<file path="src/source/eth_rx_pkg.sv">
package eth_rx_pkg;

  // one RMII beat on the receive stream
  typedef struct packed {
    logic       valid;
    logic [1:0] data;
  } rx_dibit_t;

  // station address, first wire byte in the top byte
  typedef logic [47:0] mac_addr_t;

  // stream geometry
  localparam int DIBITS_PER_BYTE = 4;

  // idle pattern of the preamble and last dibit of the delimiter
  localparam logic [1:0] PREAMBLE_DIBIT = 2'b01;
  localparam logic [1:0] SFD_DIBIT      = 2'b11;

  // 14 header bytes
  localparam int HEADER_DIBITS = 56;

  // 6-byte destination address
  localparam int DEST_DIBITS = 24;

  // 32-bit payload word
  localparam int WORD_DIBITS = 16;

  // reflected IEEE 802.3 polynomial
  localparam logic [31:0] CRC_POLY = 32'hEDB88320;

  // register value after a frame with a correct FCS has been shifted in
  localparam logic [31:0] CRC_RESIDUE = 32'hDEBB20E3;

  localparam mac_addr_t BROADCAST_MAC = 48'hFFFF_FFFF_FFFF;

  // good-frame counter
  localparam int COUNT_WIDTH = 14;

endpackage

</file>
<file path="src/source/dibit_reorder.sv">
`timescale 1ns/1ps

module dibit_reorder (
  input  logic                  clk_50mhz,
  input  logic                  sys_rst,
  input  eth_rx_pkg::rx_dibit_t frame_dibits,
  output eth_rx_pkg::rx_dibit_t ordered_dibits
);

  localparam int LAST_SLOT = eth_rx_pkg::DIBITS_PER_BYTE - 1;

  // first three dibits of the byte being filled
  logic [LAST_SLOT-1:0][1:0]                    fill_buf;
  // complete byte being replayed with the wire-first dibit at index 0
  logic [eth_rx_pkg::DIBITS_PER_BYTE-1:0][1:0] byte_buf;
  logic [1:0] slot;
  logic [1:0] replay;
  logic       buf_full;
  logic       byte_done;

  assign byte_done = frame_dibits.valid && (slot == 2'(LAST_SLOT));

  always_ff @(posedge clk_50mhz) begin
    if (sys_rst) begin
      slot     <= '0;
      replay   <= '0;
      buf_full <= 1'b0;
    end else begin
      // partial byte at frame end is dropped here
      slot <= frame_dibits.valid ? slot + 1'b1 : '0;
      if (byte_done) begin
        replay   <= 2'(LAST_SLOT);
        buf_full <= 1'b1;
      end else if (buf_full) begin
        if (replay == '0) begin
          buf_full <= 1'b0;
        end else begin
          replay <= replay - 1'b1;
        end
      end
    end
  end

  always_ff @(posedge clk_50mhz) begin
    if (frame_dibits.valid && !byte_done) begin
      fill_buf[slot] <= frame_dibits.data;
    end
    if (byte_done) begin
      byte_buf <= {frame_dibits.data, fill_buf};
    end
  end

  // most significant dibit goes out first
  assign ordered_dibits = '{valid: buf_full, data: byte_buf[replay]};

  // a new byte only reloads the replay counter once the previous byte is on its last beat
  assert property (@(posedge clk_50mhz) disable iff (sys_rst)
    byte_done |-> (!buf_full || replay == 2'd0));

endmodule

</file>
<file path="src/source/eth_rx_top.sv">
`timescale 1ns/1ps

module eth_rx_top #(
  parameter eth_rx_pkg::mac_addr_t station_mac = 48'h02_00_00_C0_FF_EE
) (
  input  logic                               clk_50mhz,
  input  logic                               sys_rst,
  input  logic                               crsdv,
  input  logic [1:0]                         rxd,
  output logic [31:0]                        payload_word,
  output logic                               word_valid,
  output logic                               accept,
  output logic                               frame_done,
  output logic                               frame_ok,
  output logic [eth_rx_pkg::COUNT_WIDTH-1:0] good_count
);

  eth_rx_pkg::rx_dibit_t frame_dibits;
  eth_rx_pkg::rx_dibit_t ordered_dibits;
  eth_rx_pkg::rx_dibit_t payload_dibits;

  rmii_frame_rx i_rmii_frame_rx (
    .clk_50mhz    (clk_50mhz),
    .sys_rst      (sys_rst),
    .crsdv        (crsdv),
    .rxd          (rxd),
    .frame_dibits (frame_dibits)
  );

  dibit_reorder i_dibit_reorder (
    .clk_50mhz      (clk_50mhz),
    .sys_rst        (sys_rst),
    .frame_dibits   (frame_dibits),
    .ordered_dibits (ordered_dibits)
  );

  mac_filter #(
    .station_mac (station_mac)
  ) i_mac_filter (
    .clk_50mhz      (clk_50mhz),
    .sys_rst        (sys_rst),
    .ordered_dibits (ordered_dibits),
    .payload_dibits (payload_dibits),
    .accept         (accept)
  );

  word_aggregator i_word_aggregator (
    .clk_50mhz      (clk_50mhz),
    .sys_rst        (sys_rst),
    .payload_dibits (payload_dibits),
    .payload_word   (payload_word),
    .word_valid     (word_valid)
  );

  // CRC runs on the wire-order stream
  fcs_checker i_fcs_checker (
    .clk_50mhz    (clk_50mhz),
    .sys_rst      (sys_rst),
    .frame_dibits (frame_dibits),
    .frame_done   (frame_done),
    .frame_ok     (frame_ok)
  );

  // accept still holds the decision of the frame that just ended
  always_ff @(posedge clk_50mhz) begin
    if (sys_rst) begin
      good_count <= '0;
    end else if (frame_done && frame_ok && accept) begin
      good_count <= good_count + 1'b1;
    end
  end

endmodule

</file>
<file path="src/source/fcs_checker.sv">
`timescale 1ns/1ps

module fcs_checker (
  input  logic                  clk_50mhz,
  input  logic                  sys_rst,
  input  eth_rx_pkg::rx_dibit_t frame_dibits,
  output logic                  frame_done,
  output logic                  frame_ok
);

  logic [31:0] crc_reg;
  logic [31:0] crc_seed;
  logic        in_frame;
  logic        frame_end;

  // two bits per beat, bit 0 is first on the wire
  function automatic logic [31:0] crc_step(input logic [31:0] crc, input logic [1:0] dibit);
    logic [31:0] c;
    c = crc;
    for (int i = 0; i < 2; i++) begin
      if (c[0] ^ dibit[i]) begin
        c = (c >> 1) ^ eth_rx_pkg::CRC_POLY;
      end else begin
        c = c >> 1;
      end
    end
    return c;
  endfunction

  // each frame starts from all ones
  assign crc_seed  = in_frame ? crc_reg : '1;
  assign frame_end = in_frame && !frame_dibits.valid;

  always_ff @(posedge clk_50mhz) begin
    if (frame_dibits.valid) begin
      crc_reg <= crc_step(crc_seed, frame_dibits.data);
    end
  end

  always_ff @(posedge clk_50mhz) begin
    if (sys_rst) begin
      in_frame   <= 1'b0;
      frame_done <= 1'b0;
      frame_ok   <= 1'b0;
    end else begin
      in_frame   <= frame_dibits.valid;
      frame_done <= frame_end;
      if (frame_end) begin
        // FCS included, so a clean frame leaves the fixed residue
        frame_ok <= (crc_reg == eth_rx_pkg::CRC_RESIDUE);
      end
    end
  end

  // one result pulse per frame
  assert property (@(posedge clk_50mhz) disable iff (sys_rst)
    frame_done |=> !frame_done);

endmodule

</file>
<file path="src/source/mac_filter.sv">
`timescale 1ns/1ps

module mac_filter #(
  parameter eth_rx_pkg::mac_addr_t station_mac = 48'h0
) (
  input  logic                  clk_50mhz,
  input  logic                  sys_rst,
  input  eth_rx_pkg::rx_dibit_t ordered_dibits,
  output eth_rx_pkg::rx_dibit_t payload_dibits,
  output logic                  accept
);

  localparam int CNT_W = $clog2(eth_rx_pkg::HEADER_DIBITS + 1);

  // counter saturates at the header length
  logic [CNT_W-1:0]      beat_cnt;
  logic                  first_beat;
  logic                  last_dest;
  logic                  in_dest;
  eth_rx_pkg::mac_addr_t st_shifted;
  eth_rx_pkg::mac_addr_t bc_shifted;
  logic                  st_match;
  logic                  bc_match;
  logic                  st_next;
  logic                  bc_next;
  logic                  pay_valid;
  logic [1:0]            pay_data;

  assign first_beat = (beat_cnt == '0);
  assign last_dest  = (beat_cnt == CNT_W'(eth_rx_pkg::DEST_DIBITS - 1));
  assign in_dest    = (beat_cnt < CNT_W'(eth_rx_pkg::DEST_DIBITS));

  // address dibits arrive most significant first
  assign st_shifted = station_mac << {beat_cnt, 1'b0};
  assign bc_shifted = eth_rx_pkg::BROADCAST_MAC << {beat_cnt, 1'b0};

  assign st_next = (first_beat || st_match) && (ordered_dibits.data == st_shifted[47:46]);
  assign bc_next = (first_beat || bc_match) && (ordered_dibits.data == bc_shifted[47:46]);

  always_ff @(posedge clk_50mhz) begin
    if (sys_rst) begin
      beat_cnt  <= '0;
      st_match  <= 1'b0;
      bc_match  <= 1'b0;
      accept    <= 1'b0;
      pay_valid <= 1'b0;
    end else begin
      pay_valid <= ordered_dibits.valid && accept &&
                   (beat_cnt == CNT_W'(eth_rx_pkg::HEADER_DIBITS));
      if (!ordered_dibits.valid) begin
        beat_cnt <= '0;
      end else begin
        if (beat_cnt != CNT_W'(eth_rx_pkg::HEADER_DIBITS)) begin
          beat_cnt <= beat_cnt + 1'b1;
        end
        if (in_dest) begin
          st_match <= st_next;
          bc_match <= bc_next;
        end
        // decision holds until the next frame begins
        if (last_dest) begin
          accept <= st_next || bc_next;
        end else if (first_beat) begin
          accept <= 1'b0;
        end
      end
    end
  end

  always_ff @(posedge clk_50mhz) begin
    pay_data <= ordered_dibits.data;
  end

  assign payload_dibits = '{valid: pay_valid, data: pay_data};

  // only accepted frames reach the payload stream
  assert property (@(posedge clk_50mhz) disable iff (sys_rst)
    payload_dibits.valid |-> accept);

endmodule

</file>
<file path="src/source/rmii_frame_rx.sv">
`timescale 1ns/1ps

module rmii_frame_rx (
  input  logic                  clk_50mhz,
  input  logic                  sys_rst,
  input  logic                  crsdv,
  input  logic [1:0]            rxd,
  output eth_rx_pkg::rx_dibit_t frame_dibits
);

  typedef enum logic [1:0] {
    ST_IDLE,
    ST_PREAMBLE,
    ST_DATA
  } state_t;

  state_t     state;
  logic       sfd_hit;
  logic       out_valid;
  logic [1:0] out_data;

  // delimiter closes the preamble
  assign sfd_hit = (state == ST_PREAMBLE) && crsdv && (rxd == eth_rx_pkg::SFD_DIBIT);

  always_ff @(posedge clk_50mhz) begin
    if (sys_rst) begin
      state     <= ST_IDLE;
      out_valid <= 1'b0;
    end else begin
      out_valid <= 1'b0;
      case (state)
        ST_IDLE: begin
          if (crsdv && rxd == eth_rx_pkg::PREAMBLE_DIBIT) begin
            state <= ST_PREAMBLE;
          end
        end
        ST_PREAMBLE: begin
          if (!crsdv) begin
            state <= ST_IDLE;
          end else if (sfd_hit) begin
            state <= ST_DATA;
          end else if (rxd != eth_rx_pkg::PREAMBLE_DIBIT) begin
            // broken preamble, frame is rejected
            state <= ST_IDLE;
          end
        end
        ST_DATA: begin
          if (crsdv) begin
            out_valid <= 1'b1;
          end else begin
            state <= ST_IDLE;
          end
        end
        default: begin
          state <= ST_IDLE;
        end
      endcase
    end
  end

  // data dibit follows the input by one cycle
  always_ff @(posedge clk_50mhz) begin
    out_data <= rxd;
  end

  assign frame_dibits = '{valid: out_valid, data: out_data};

  // first beat of a frame needs the delimiter one input cycle before it
  assert property (@(posedge clk_50mhz) disable iff (sys_rst)
    $rose(frame_dibits.valid) |-> $past(sfd_hit, 2));

endmodule

</file>
<file path="src/source/word_aggregator.sv">
`timescale 1ns/1ps

module word_aggregator (
  input  logic                  clk_50mhz,
  input  logic                  sys_rst,
  input  eth_rx_pkg::rx_dibit_t payload_dibits,
  output logic [31:0]           payload_word,
  output logic                  word_valid
);

  localparam int CNT_W   = $clog2(eth_rx_pkg::WORD_DIBITS + 1);
  localparam int SHIFT_W = 2 * (eth_rx_pkg::WORD_DIBITS - 1);

  logic [CNT_W-1:0]   beat_cnt;
  logic [SHIFT_W-1:0] shift_reg;
  logic               shift_en;
  logic               word_done;

  // stop collecting once the word is full
  assign shift_en  = payload_dibits.valid && (beat_cnt != CNT_W'(eth_rx_pkg::WORD_DIBITS));
  assign word_done = shift_en && (beat_cnt == CNT_W'(eth_rx_pkg::WORD_DIBITS - 1));

  always_ff @(posedge clk_50mhz) begin
    if (sys_rst) begin
      beat_cnt   <= '0;
      word_valid <= 1'b0;
    end else begin
      word_valid <= word_done;
      if (!payload_dibits.valid) begin
        beat_cnt <= '0;
      end else if (shift_en) begin
        beat_cnt <= beat_cnt + 1'b1;
      end
    end
  end

  // first payload dibit ends up in the top bits
  always_ff @(posedge clk_50mhz) begin
    if (shift_en) begin
      shift_reg <= {shift_reg[SHIFT_W-3:0], payload_dibits.data};
    end
    if (word_done) begin
      payload_word <= {shift_reg, payload_dibits.data};
    end
  end

endmodule

</file>
<file path="config.mk">
export PLATFORM = sky130hd
export DESIGN_NAME = eth_rx_top
export DESIGN_NICKNAME = d
export VERILOG_FILES = /design/src/source/eth_rx_pkg.sv /design/src/source/dibit_reorder.sv /design/src/source/eth_rx_top.sv /design/src/source/fcs_checker.sv /design/src/source/mac_filter.sv /design/src/source/rmii_frame_rx.sv /design/src/source/word_aggregator.sv
export SDC_FILE = /design/constraint.sdc
export NUM_CORES = 1
export LEC_CHECK = 0
export ABC_CLOCK_PERIOD_IN_PS = 2400
export BUFFER_PORTS_ARGS = -buffer_cell sky130_fd_sc_hd__buf_4
export CAP_MARGIN = 40
export CORE_MARGIN = 2
export CORE_UTILIZATION = 25
export DETAILED_ROUTE_END_ITERATION = 8
export PLACE_DENSITY = 0.46
export SYNTH_ARGS = -nofsm -noshare
export SYNTH_HDL_FRONTEND = slang
export SYNTH_HIERARCHICAL = 1
export SYNTH_SLANG_ARGS = --single-unit
</file>
<file path="constraint.sdc">
create_clock -name clk_50mhz -period 2.4 [get_ports clk_50mhz]
set_input_delay 0.6 -clock clk_50mhz [delete_from_list [all_inputs] [get_ports clk_50mhz]]
set_output_delay 0.6 -clock clk_50mhz [all_outputs]
set_load 0.1 [all_outputs]
</file>
Word level (Yosys, flattened, before mapping)
Cells that the tools add are included.

Register bits: 153. Bits of input ports: 5. Output and inout bits: 50. Word-level logic and storage cells: 123.

$add $sub $neg: 5. Order comparisons: 4. Eq/ne operators: 18. Shifts and indexed selects: 2. Multiplexer cells: 24. Bitwise logic cells: 8. Reductions and logical operators: 33.

Operator list (count): 32-bit 2-to-1 mux (3); 42-bit by 7-bit << shifter with 48-bit output, first input constant (1); 48-bit by 7-bit << shifter with 48-bit output, first input constant (1); 32-bit equality test, second input constant (1); 31-bit 2-to-1 mux (1); 13-bit inverter with 14-bit output (2); 2-bit 2-to-1 mux (10); 1-bit logical AND (15); 14-bit by 1-bit adder with 14-bit output, second input constant (1); 2-bit OR reduction (4); 6-bit by 1-bit adder with 6-bit output, second input constant (1); 6-bit bitwise mux (1); 2-bit equality test, second input constant (3); 6-bit by 5-bit equality test with 1-bit output, second input constant (1); 6-bit equality test, second input constant (1); 6-bit zero test (1); 2-bit by 3-bit less-than comparator with 1-bit output, second input constant (2); 6-bit by 5-bit less-than comparator with 1-bit output, second input constant (1); 1-bit 2-to-1 mux (6); 2-bit by 1-bit != test with 1-bit output, second input constant (3); 6-bit != test, second input constant (1); 2-bit one-hot mux with 3 select lines (1); 2-bit AND reduction (3); 5-bit by 1-bit adder with 5-bit output, second input constant (1); 18 further kinds (29).

Logic depth before layout (Yosys ltp)
Gate-level depths: netlist of the first run.

Depth after elaboration: 6. Mapped depth: 8. Gate-level depth less buffers: 7.

Modules after synthesis
Netlist of the first run, hierarchy kept.

Modules (own cells, without submodules): word_aggregator (times used 1, cells each 91, area each 2162.1 µm², seq. area each 1981.9 µm²); fcs_checker (times used 1, cells each 118, area each 1747.9 µm², seq. area each 1021.0 µm²); dibit_reorder (times used 1, cells each 46, area each 779.5 µm², seq. area each 520.5 µm²); mac_filter (times used 1, cells each 72, area each 676.9 µm², seq. area each 240.2 µm²); eth_rx_top (times used 1, cells each 69, area each 638.1 µm², seq. area each 280.3 µm²); rmii_frame_rx (times used 1, cells each 12, area each 160.2 µm², seq. area each 100.1 µm²).

Worst setup path after synthesis of the first run
OpenSTA, ideal clock, no wires.

Kind: register to register. Start point: reg good_count[4] in the netlist's numbering. End point: reg good_count[13] in the netlist's numbering. Setup time: 0.070 ns. Data arrival time: 2.179 ns. Data required time: 2.330 ns. Slack: 0.151 ns. Stages on the path, launching flop included: 5. Path buffers: 0. Clock period less this slack: 2.249 ns. Cell sequence: dfxtp_1 -> and4_4 -> nand3_4 -> or4_1 -> a21oi_1.

Word-level cells in the longest chain between the ends: 1.

RTL lines: from (decl) (RTL line eth_rx_top.sv:15) `output logic [eth_rx_pkg::COUNT_WIDTH-1:0] good_count`; from (signal assigned) (RTL line eth_rx_top.sv:69) `good_count <= good_count + 1'b1;`; 14-bit by 1-bit adder with 14-bit output (RTL line eth_rx_top.sv:69).

No other way between the ends. A chain may end at the register's enable or synchronous reset.

==> results.toml, run 1 <==
[global_routing]
track_usage = 0.08752
grt_max_degree = 36
grt_pass1_vias = 3381
antenna_found_initial = 0
grt_pass1_wl_um = 17800
gr-total-overflow = 0

[run_status]
outcome = "finished, final reports clean"

[routing]
final_antenna_net_count = 0
vias = 3342
drt_iter0_drc = 214
drc = 0
first_pass_iters = 4
post_drt_wl_per_cell_um = 13.34
wl_um = 10820
viasPerCell = 4.121

[sta]
tns_ns = 0
min_period_ns = 1.905
setup_viol = 0
fmax_mhz = 524.8
final_hold_viol_count = 0
worstMarginPinSlew_ns = 0.5245
fin_crit_sh = 0.7939
clock_skew_ns = 0.01115
rsz0062_at_grt = "false"
holdWs_ns = 0.2991
drv_slew = 0
timing.slew.headroom = 0.6503

[yosys]
synth_cells = 408
synthFlopType = "edfxtp_1"
synth_edf_count = 108
syn_avg_cell_area_um2 = 15.11
ys_ff_latch = 153
syn-cell-area_mm2 = 0.006165
seq_area_frac_synth = 0.6722
ys.warnings.count = 6
async_flop_share = 0
synthDistinctLibCells = 65
syn-num-nets = 425

[clock_network]
cts_setup_buffers = 0
cts-hold-fix-buffers = 0
cts.sinks = 153
cts_buffer_depth = 2
root_buffer = "clkbuf_16"
cts_made_buffers = 17
cts_tree = "yes"
clock_latency_ns = 0.43
cts_max_level = 4
path_clk_slew_ns = 0.07
post_cts_resized = 0

[floorplanning]
die_area_mm2 = 0.02593
io_pins = 55
die_h_um = 161.0
die_width_um = 161.0
num_rows = 57
initial_utilization = 0.2542
core_mm2 = 0.02425

[worst_setup_path]
cp-start-kind = "flop"
critPathRequiredTime_ns = 2.72
crit_path_max_fanout = 6
cp-end-kind = "flop"
critPathSlowestCell = "mux4_1"
rr_worst_depth = 5
cp.arrival_ns = 2.22
path_class = "reg2reg"
crit_path_max_incr_delay_ns = 0.68
path_cells = "mux4_1 > nor3_1 > o22ai_1 > mux2_2 > o32ai_1"

[cells_and_area]
fillers = 2426
final_nets = 491
antenna_cells = 0
regArea_mm2 = 0.004144
areaGrowthSynthToFinish_pct = 22.14
multi_input_area_mm2 = 0.001852
design_area_mm2 = 0.007530
drive_gt1_frac = 0.2402

[min_path]
hold_class = "in2reg"
holdPathStages = 1

[place]
routabilityCongestion = 0.7469
io_buffers = 54
place_area_mm2 = 0.006915
dpl.hpwl_um = 7289

[pwr]
leakage_uw = 0.002622
ir_worst_vdd_mv = 0.3727
total_power_uw = 5558
p_per_area_mw_per_mm2 = 738.1

[run]
timing.max_cap.violations = 0
-- layout make-up --
| class | instances | area share |
|---|---|---|
| Sequential cell | 153 | 0.5503 |
| Multi-Input combinational cell | 227 | 0.2459 |
| Timing Repair Buffer | 62 | 0.06181 |
| Clock buffer | 17 | 0.05650 |
| Tap cell | 324 | 0.05384 |
| Clock inverter | 15 | 0.02509 |
| Inverter | 13 | 0.006481 |
-- worst paths after layout --
check | from | endpoint | slack [ns]
max reg2reg | i_dibit_reorder/replay[0] | i_mac_filter/accept | 0.49
max | i_dibit_reorder/replay[0] | i_mac_filter/accept | 0.49
min reg2reg | i_dibit_reorder/fill_buf[2] | i_dibit_reorder/byte_buf[2] | 0.42
min | rxd[0] | i_rmii_frame_rx/out_data[0] | 0.30
-- layout by cell type, fill, tap and decap left out, types with 3 or more instances in the layout --
cell,instances
edfxtp_1,108
buf_4,62
dfxtp_1,45
nor2_1,22
xor2_1,18
xnor2_1,18
clkbuf_16,17
nand2b_1,17
nand2_1,16
nor2b_1,16
inv_1,13
ha_1,12
nand3_1,8
and2_1,7
a21oi_1,7
nand4_1,6
clkinv_8,6
xnor3_1,6
inv_8,5
o21ai_0,4
inv_6,4
nor4_1,4
nand4b_1,4
and3_1,3
mux2i_1,3
or4b_1,3
nor3_1,3
-- per-stage QoR --
step / utilization / instances / setup slack, ns
global route: 0.3105 / 811 / 0.4195
detailed placement: 0.2852 / 779 / 0.5143
CTS: 0.3105 / 811 / 0.4937
global placement: 0.2852 / 779 / 0.5833
finish: 0.3105 / 811 / 0.4946
floorplan: - / 408 / 0.1513
-- worst max-delay path, delay by kind of cell, from the launching register on --
family           cells  cell delay, ns
AO/OA/AOI/OAI        2            0.23
flip-flops           1            0.40
multiplexers         2            0.96
AND/OR/NAND/NOR      1            0.22
-- synth_stat cells (3+ instances only) --
library cell / number / area share
a21oi_1: 7 / 0.0057
and2_1: 7 / 0.0071
and3_1: 3 / 0.0030
buf_2: 3 / 0.0024
buf_4: 3 / 0.0037
buf_6: 5 / 0.0091
clkbuf_1: 3 / 0.0018
dfxtp_1: 45 / 0.15
edfxtp_1: 108 / 0.53
ha_1: 12 / 0.024
inv_1: 13 / 0.0079
mux2i_1: 3 / 0.0049
nand2_1: 16 / 0.0097
nand2b_1: 17 / 0.017
nand3_1: 8 / 0.0065
nand4_1: 6 / 0.0061
nand4b_1: 4 / 0.0057
nor2_1: 22 / 0.013
nor2b_1: 16 / 0.016
nor3_1: 3 / 0.0024
nor4_1: 4 / 0.0041
o21ai_0: 4 / 0.0032
or4b_1: 3 / 0.0049
xnor2_1: 18 / 0.026
xnor3_1: 6 / 0.022
xor2_1: 18 / 0.026
-- cells by family after synthesis --
logic type,share of synthesized area
AOI/OAI and AO/OA,0.03552
xor gates and xnor gates,0.08200
adders and majority gates,0.02435
buffers and inverters,0.02740
DFF,0.6722
muxes,0.01522
and+or+nand+nor,0.1433
-- where the power goes --
part / switching, uW / leakage [uW] / total, uW / internal, uW
logic: 32.6 / 0.000981 / 75.0 / 42.4
clock network: 1260 / 0.000299 / 2680 / 1420
registers: 4.34 / 0.00134 / 2800 / 2800
-- metal layers --
metal / up-vias / global-route usage / routed length (um)
li1: 1634 / - / -
met1: 1629 / 0.1125 / 5225
met2: 65 / 0.1348 / 4912
met3: 14 / 0.03184 / 526
met4: 0 / 0.03409 / 154
met5: - / 0 / 0
(Power assumes the default switching activity.)
==> inputs of run 2 (changes only) <==
--- a/config.mk
+++ b/config.mk
@@ -5,7 +5,7 @@
 export SDC_FILE = /design/constraint.sdc
 export NUM_CORES = 1
 export LEC_CHECK = 0
-export ABC_CLOCK_PERIOD_IN_PS = 2400
+export ABC_CLOCK_PERIOD_IN_PS = 1930
 export BUFFER_PORTS_ARGS = -buffer_cell sky130_fd_sc_hd__buf_4
 export CAP_MARGIN = 40
 export CORE_MARGIN = 2
==> constraint.sdc (replaced) <==
create_clock -name clk_50mhz -period 1.93 [get_ports clk_50mhz]
set_input_delay 0.4825 -clock clk_50mhz [delete_from_list [all_inputs] [get_ports clk_50mhz]]
set_output_delay 0.4825 -clock clk_50mhz [all_outputs]
set_load 0.1 [all_outputs]
==> run 2 against run 1 <==
Wire length up 2.4%. Utilization up 0.11 points. Count of clock-buffer cells in the layout unchanged. Largest cell class unchanged. Largest power group unchanged.
==> results.toml, run 2 (synthesized netlist as in run 1, its figures left out) <==
[run_status]
outcome = "finished, final reports clean"

[clock_network]
root_buffer = "clkbuf_16"
clock_latency_ns = 0.42
cts.sinks = 153
cts-hold-fix-buffers = 0
cts_setup_buffers = 0
path_clk_slew_ns = 0.06
cts_max_level = 4
cts_buffer_depth = 2
post_cts_resized = 0
cts_made_buffers = 17
cts_tree = "yes"

[pwr]
p_comb_frac = 0.014
switching_power_uw = 1579
intPower_uw = 5288
p_per_area_mw_per_mm2 = 908.9
ir_worst_vdd_mv = 0.5308
seq_power_share = 0.508
leakage_uw = 0.002628
p_clk_frac = 0.478
switching_share = 0.2299
total_power_uw = 6867

[place]
place_area_mm2 = 0.006960
io_buffers = 54
dpl.hpwl_um = 7431
routabilityCongestion = 0.7388
post-place-cells = 780

[routing]
vias = 3322
viasPerCell = 4.091
drc = 0
post_drt_wl_per_cell_um = 13.65
drt_iter0_drc = 156
final_antenna_net_count = 0
wl_um = 11080
first_pass_iters = 5

[sta]
drv_slew = 0
worstMarginPinSlew_ns = 0.5590
clock_skew_ns = 0.01149
fmax_mhz = 550.1
final_hold_viol_count = 0
rsz0062_at_grt = "false"
fin_crit_sh = 0.9419
min_period_ns = 1.818
timing.slew.headroom = 0.6273
setup_viol = 0

[global_routing]
grt_pass1_vias = 3441
grt_max_degree = 36
grt_pass1_wl_um = 18120
track_usage = 0.08889
antenna_found_initial = 0
gr-total-overflow = 0

[worst_setup_path]
rr_worst_depth = 7
r2r-start = "i_mac_filter/beat_cnt[0]"
r2r_end = "i_mac_filter/st_match"
crit_start = "i_mac_filter/beat_cnt[0]"
critPathRequiredTime_ns = 2.25
path_class = "reg2reg"
cp-start-kind = "flop"
crit_path_max_fanout = 4
cp.arrival_ns = 2.14
cp-end-kind = "flop"
r2r_slack_ns = 0.11

[cells_and_area]
final_common_cell = "edfxtp_1"
design_area_mm2 = 0.007556
final_nets = 492
postLayoutCoreUtil = 0.3116
finalNonFillerCells = 812
fillers = 2434
layout_common_cells = "edfxtp_1 (108), buf_4 (61), dfxtp_1 (35)"
antenna_cells = 0
drive_gt1_frac = 0.2684
areaGrowthSynthToFinish_pct = 22.57

[min_path]
min_to = "i_rmii_frame_rx/out_data[0]"
min_from = "rxd[0]"
holdPathStages = 1
hold_class = "in2reg"

[floorplanning]
die_area_mm2 = 0.02593
die_h_um = 161.0
io_pins = 55
die_width_um = 161.0
num_rows = 57
core_mm2 = 0.02425
initial_utilization = 0.2542

[run]
timing.max_cap.violations = 0
==> run 2: layout make-up <==
class,count,area [um2],area share
well taps,324,405.4,0.05365
flip-flops and latches,153,4156,0.5501
repair buffers,63,498.0,0.06590
inverters,13,48.80,0.006458
clock inverters,15,170.2,0.02252
clock buffers,17,425.4,0.05630
multi-input cells,227,1852,0.2451
==> run 2: critical path: stages (launching register included) <==
cell	delay (ns)
dfxtp_1	0.37
inv_1	0.09
ha_1	0.26
and4b_1	0.21
a31oi_1	0.22
o32a_1	0.18
nand2_1	0.09
o41ai_2	0.31
==> run 2: stage by stage <==
| step | hold slack (ns) | setup TNS (ns) | setup slack (ns) |
|---|---|---|---|
| 6_report | 0.1923 | 0 | 0.1121 |
| 4_1_cts | 0.1735 | 0 | 0.07708 |
| 5_1_grt | 0.1760 | 0 | 0.01493 |
| 3_5_place_dp | 0.4072 | 0 | 0.07020 |
| 2_1_floorplan | 0.4003 | -0.04174 | -0.04174 |
| 3_3_place_gp | 0.4045 | 0 | 0.07403 |
==> run 2: power by group through the flow <==
| stage | Combinational, uW | Clock [uW] | Sequential, uW |
|---|---|---|---|
| 3_3_place_gp | 94.5 | 0 | 3560 |
| 5_1_grt | 104 | 3530 | 3490 |
| 2_1_floorplan | 70.5 | 0 | 3560 |
| 3_5_place_dp | 98.0 | 0 | 3560 |
| 6_report | 96.7 | 3280 | 3490 |
| 4_1_cts | 98.9 | 3380 | 3490 |
==> run 2: how the worst max path moves through the flow <==
| stage | to | slack (ns) | depth (start not counted) |
|---|---|---|---|
| 6_report | i_mac_filter/st_match | 0.11 | 7 |
| 3_5_place_dp | i_mac_filter/accept | 0.07 | 5 |
| 2_1_floorplan | good_count[13] | -0.04 | 3 |
| 5_1_grt | i_mac_filter/st_match | 0.01 | 7 |
| 4_1_cts | i_mac_filter/accept | 0.08 | 5 |
| 3_3_place_gp | i_mac_filter/accept | 0.07 | 5 |
==> run 2: per-layer routing <==
layer / GRT usage / routed length [um]
met1: 0.1148 / 5338
met2: 0.1373 / 5019
met3: 0.02799 / 526
met4: 0.03937 / 198
met5: 0 / 0
==> inputs of run 3 (changes only) <==
--- a/config.mk
+++ b/config.mk
@@ -14,5 +14,4 @@
 export PLACE_DENSITY = 0.46
 export SYNTH_ARGS = -nofsm -noshare
 export SYNTH_HDL_FRONTEND = slang
-export SYNTH_HIERARCHICAL = 1
 export SYNTH_SLANG_ARGS = --single-unit
==> run 3 against run 2 <==
Cell area fell by 3.9%. Maximum frequency barely moved. Global-route usage fell by 0.29 points. Final cell count fell by 4.3%. Clock power barely moved. Count of clock-buffer cells in the layout did not move. Utilization rose by 0.82 points. Setup slack got worse by 0.00073 ns. Via count fell by 3.1%. Combinational power fell by 21%. Largest cell class unchanged. Largest power group unchanged.
==> results.toml, run 3 <==
[pwr]
leakage_uw = 0.002501
p_per_area_mw_per_mm2 = 944.6
ir_worst_vdd_mv = 0.5051

[place]
io_buffers = 54
post-place-cells = 746
dpl.hpwl_um = 6536
routabilityCongestion = 0.7584

[routing]
drc = 0
final_antenna_net_count = 0
drt_iter0_drc = 240
wl_um = 9812
viasPerCell = 4.143
vias = 3219
first_pass_iters = 4
post_drt_wl_per_cell_um = 12.63

[yosys]
synth_edf_count = 108
synthTopCellsByArea = "edfxtp_1 (56%), dfxtp_1 (16%), xnor2_1 (3.8%), xor2_1 (3.0%), ha_1 (2.6%)"
yosys.area_share.simple = 0.1308
yosys.area.top_type = "edfxtp_1"
ys.warnings.count = 0
ys_ff_latch = 153
syn_avg_cell_area_um2 = 14.32
syn-cell-area_mm2 = 0.005798
yosys.area_share.xor_xnor = 0.07272
synthMuxAreaShare = 0.01489
synthFlopType = "edfxtp_1"
async_flop_share = 0
synth_most_common_cell = "edfxtp_1"
synth_compound_area_frac = 0.02546
synth_cells = 405
synth_fa_ha_area_frac = 0.02590
synth_top_family_by_area = "simple AND/OR/NAND/NOR gates"
synthDistinctLibCells = 41
syn-num-nets = 422
synth_common_cells = "edfxtp_1 (108), dfxtp_1 (45), nor2_1 (30)"
yosysTopAreaCellShare = 0.5593
seq_area_frac_synth = 0.7147

[clock_network]
path_clk_slew_ns = 0.06
root_buffer = "clkbuf_16"
clock_latency_ns = 0.41
cts_buffer_depth = 2
cts_max_level = 4
cts_made_buffers = 17
cts_tree = "yes"
cts.sinks = 153
cts_setup_buffers = 0

[global_routing]
gr-total-overflow = 0
grt_pass1_wl_um = 16370
grt_pass1_vias = 3226
grt_max_degree = 35
antenna_found_initial = 0
track_usage = 0.08603

[sta]
setup_viol = 0
timing.slew.headroom = 0.7588
worstMarginPinSlew_ns = 0.3604
fin_crit_sh = 0.9423
rsz0062_at_grt = "false"
min_period_ns = 1.819
final_hold_viol_count = 0
tns_ns = 0
fmax_mhz = 549.9
clock_skew_ns = 0.006790
drv_slew = 0

[worst_setup_path]
r2r-start = "i_dibit_reorder.replay[0]"
crit_path_max_fanout = 4
cp-start-kind = "flop"
path_buf_inv = 0
critPathSlowestCell = "mux4_2"
cp_top_family = "multiplexers"
crit_path_max_incr_delay_ns = 0.55
critPathRequiredTime_ns = 2.28
path_cells = "mux4_2 > xor2_1 > or4b_4 > a21oi_2"
cp.arrival_ns = 2.16
cp-end-kind = "flop"
path_class = "reg2reg"
crit_start = "i_dibit_reorder.replay[0]"

[min_path]
min_from = "rxd[1]"
hold_class = "in2reg"

[cells_and_area]
layout_common_cells = "edfxtp_1 (108), buf_4 (65), dfxtp_1 (32)"
fillers = 2258
drive_gt1_frac = 0.2480
postLayoutCoreUtil = 0.3198
final_nets = 497
finalNonFillerCells = 777
antenna_cells = 0
final_common_cell = "edfxtp_1"
multi_input_area_mm2 = 0.001583
regArea_mm2 = 0.004163
areaGrowthSynthToFinish_pct = 25.27

[run_status]
outcome = "finished, final reports clean"

[floorplanning]
core_mm2 = 0.02271
num_rows = 55
io_pins = 55
die_h_um = 156.3
initial_utilization = 0.2553
die_width_um = 156.3
die_area_mm2 = 0.02443

[run]
timing.max_cap.violations = 0
run 3: changes by cell type after synthesis, moves of 4 or more:
cell      change
nor2_1        +8
xnor2_1       +7
or3_1         +4
xnor3_1       -6
nand2_1       +6
clkbuf_1      +4
a21oi_1       +8
nand2b_1      +6
buf_6         -5
run 3: logic make-up after synthesis:
group | Yosys count
compound gates | 27
fa+ha+maj | 12
simple gates | 138
buf+inv | 23
xor+xnor | 46
mux | 6
flops | 153
run 3: final cells by class:
cell class              instances  area share
clock buffers                  17     0.05857
clock inverters                14     0.02239
inverters                      12    0.006202
multi-input cells             229      0.2179
flip-flops and latches        153      0.5731
well taps                     285     0.04910
repair buffers                 67     0.07270
run 3: report_power, final:
group | total (uW) | leakage [uW] | internal (uW) | switching, uW
clock network | 3300 | 0.000288 | 1940 | 1360
registers | 3490 | 0.00135 | 3480 | 4.40
logic | 76.1 | 0.000865 | 35.2 | 40.9
total | 6860 | 0.00250 | 5450 | 1410
run 3: timing repair:
item                                   4_1_cts  5_1_grt
gates resized for setup                      0        7
setup endpoints to repair                    0        1
hold buffers                                 0        0
endpoints found under the hold margin        0        0
run 3: final timing paths:
check	endpoint	slack, ns	cells after the start
setup / recovery	i_mac_filter.st_match	0.11	4
hold / removal	i_rmii_frame_rx.out_data[1]	0.19	1
setup reg to reg	i_mac_filter.st_match	0.11	4
hold reg to reg	i_word_aggregator.payload_word[31]	0.42	0
run 3: metal layers:
metal  track usage  wire [um]
met5             0          0
met4       0.03801        115
met3       0.03019        453
met2        0.1305       4638
met1        0.1109       4604
run 3: per-stage QoR:
| step | setup slack, ns | power (uW) | hold slack (ns) | instance area (um2) |
|---|---|---|---|---|
| after floorplan | -0.04957 | 3607 | 0.4003 | 5816 |
| after global placement | 0.09149 | 3635 | 0.4057 | 6655 |
| after detailed placement | 0.07709 | 3636 | 0.4061 | 6655 |
| after CTS | 0.06429 | 6982 | 0.1643 | 7243 |
| after global routing | 0.02773 | 7122 | 0.1607 | 7263 |
| final | 0.1114 | 6861 | 0.1888 | 7263 |
run 3: worst reg2reg max path, delay by kind of cell (launching register included):
family          cells  cell delay, ns
mux                 1            0.55
simple gates        1            0.52
compound gates      1            0.13
xor+xnor            1            0.20
flops               1            0.36
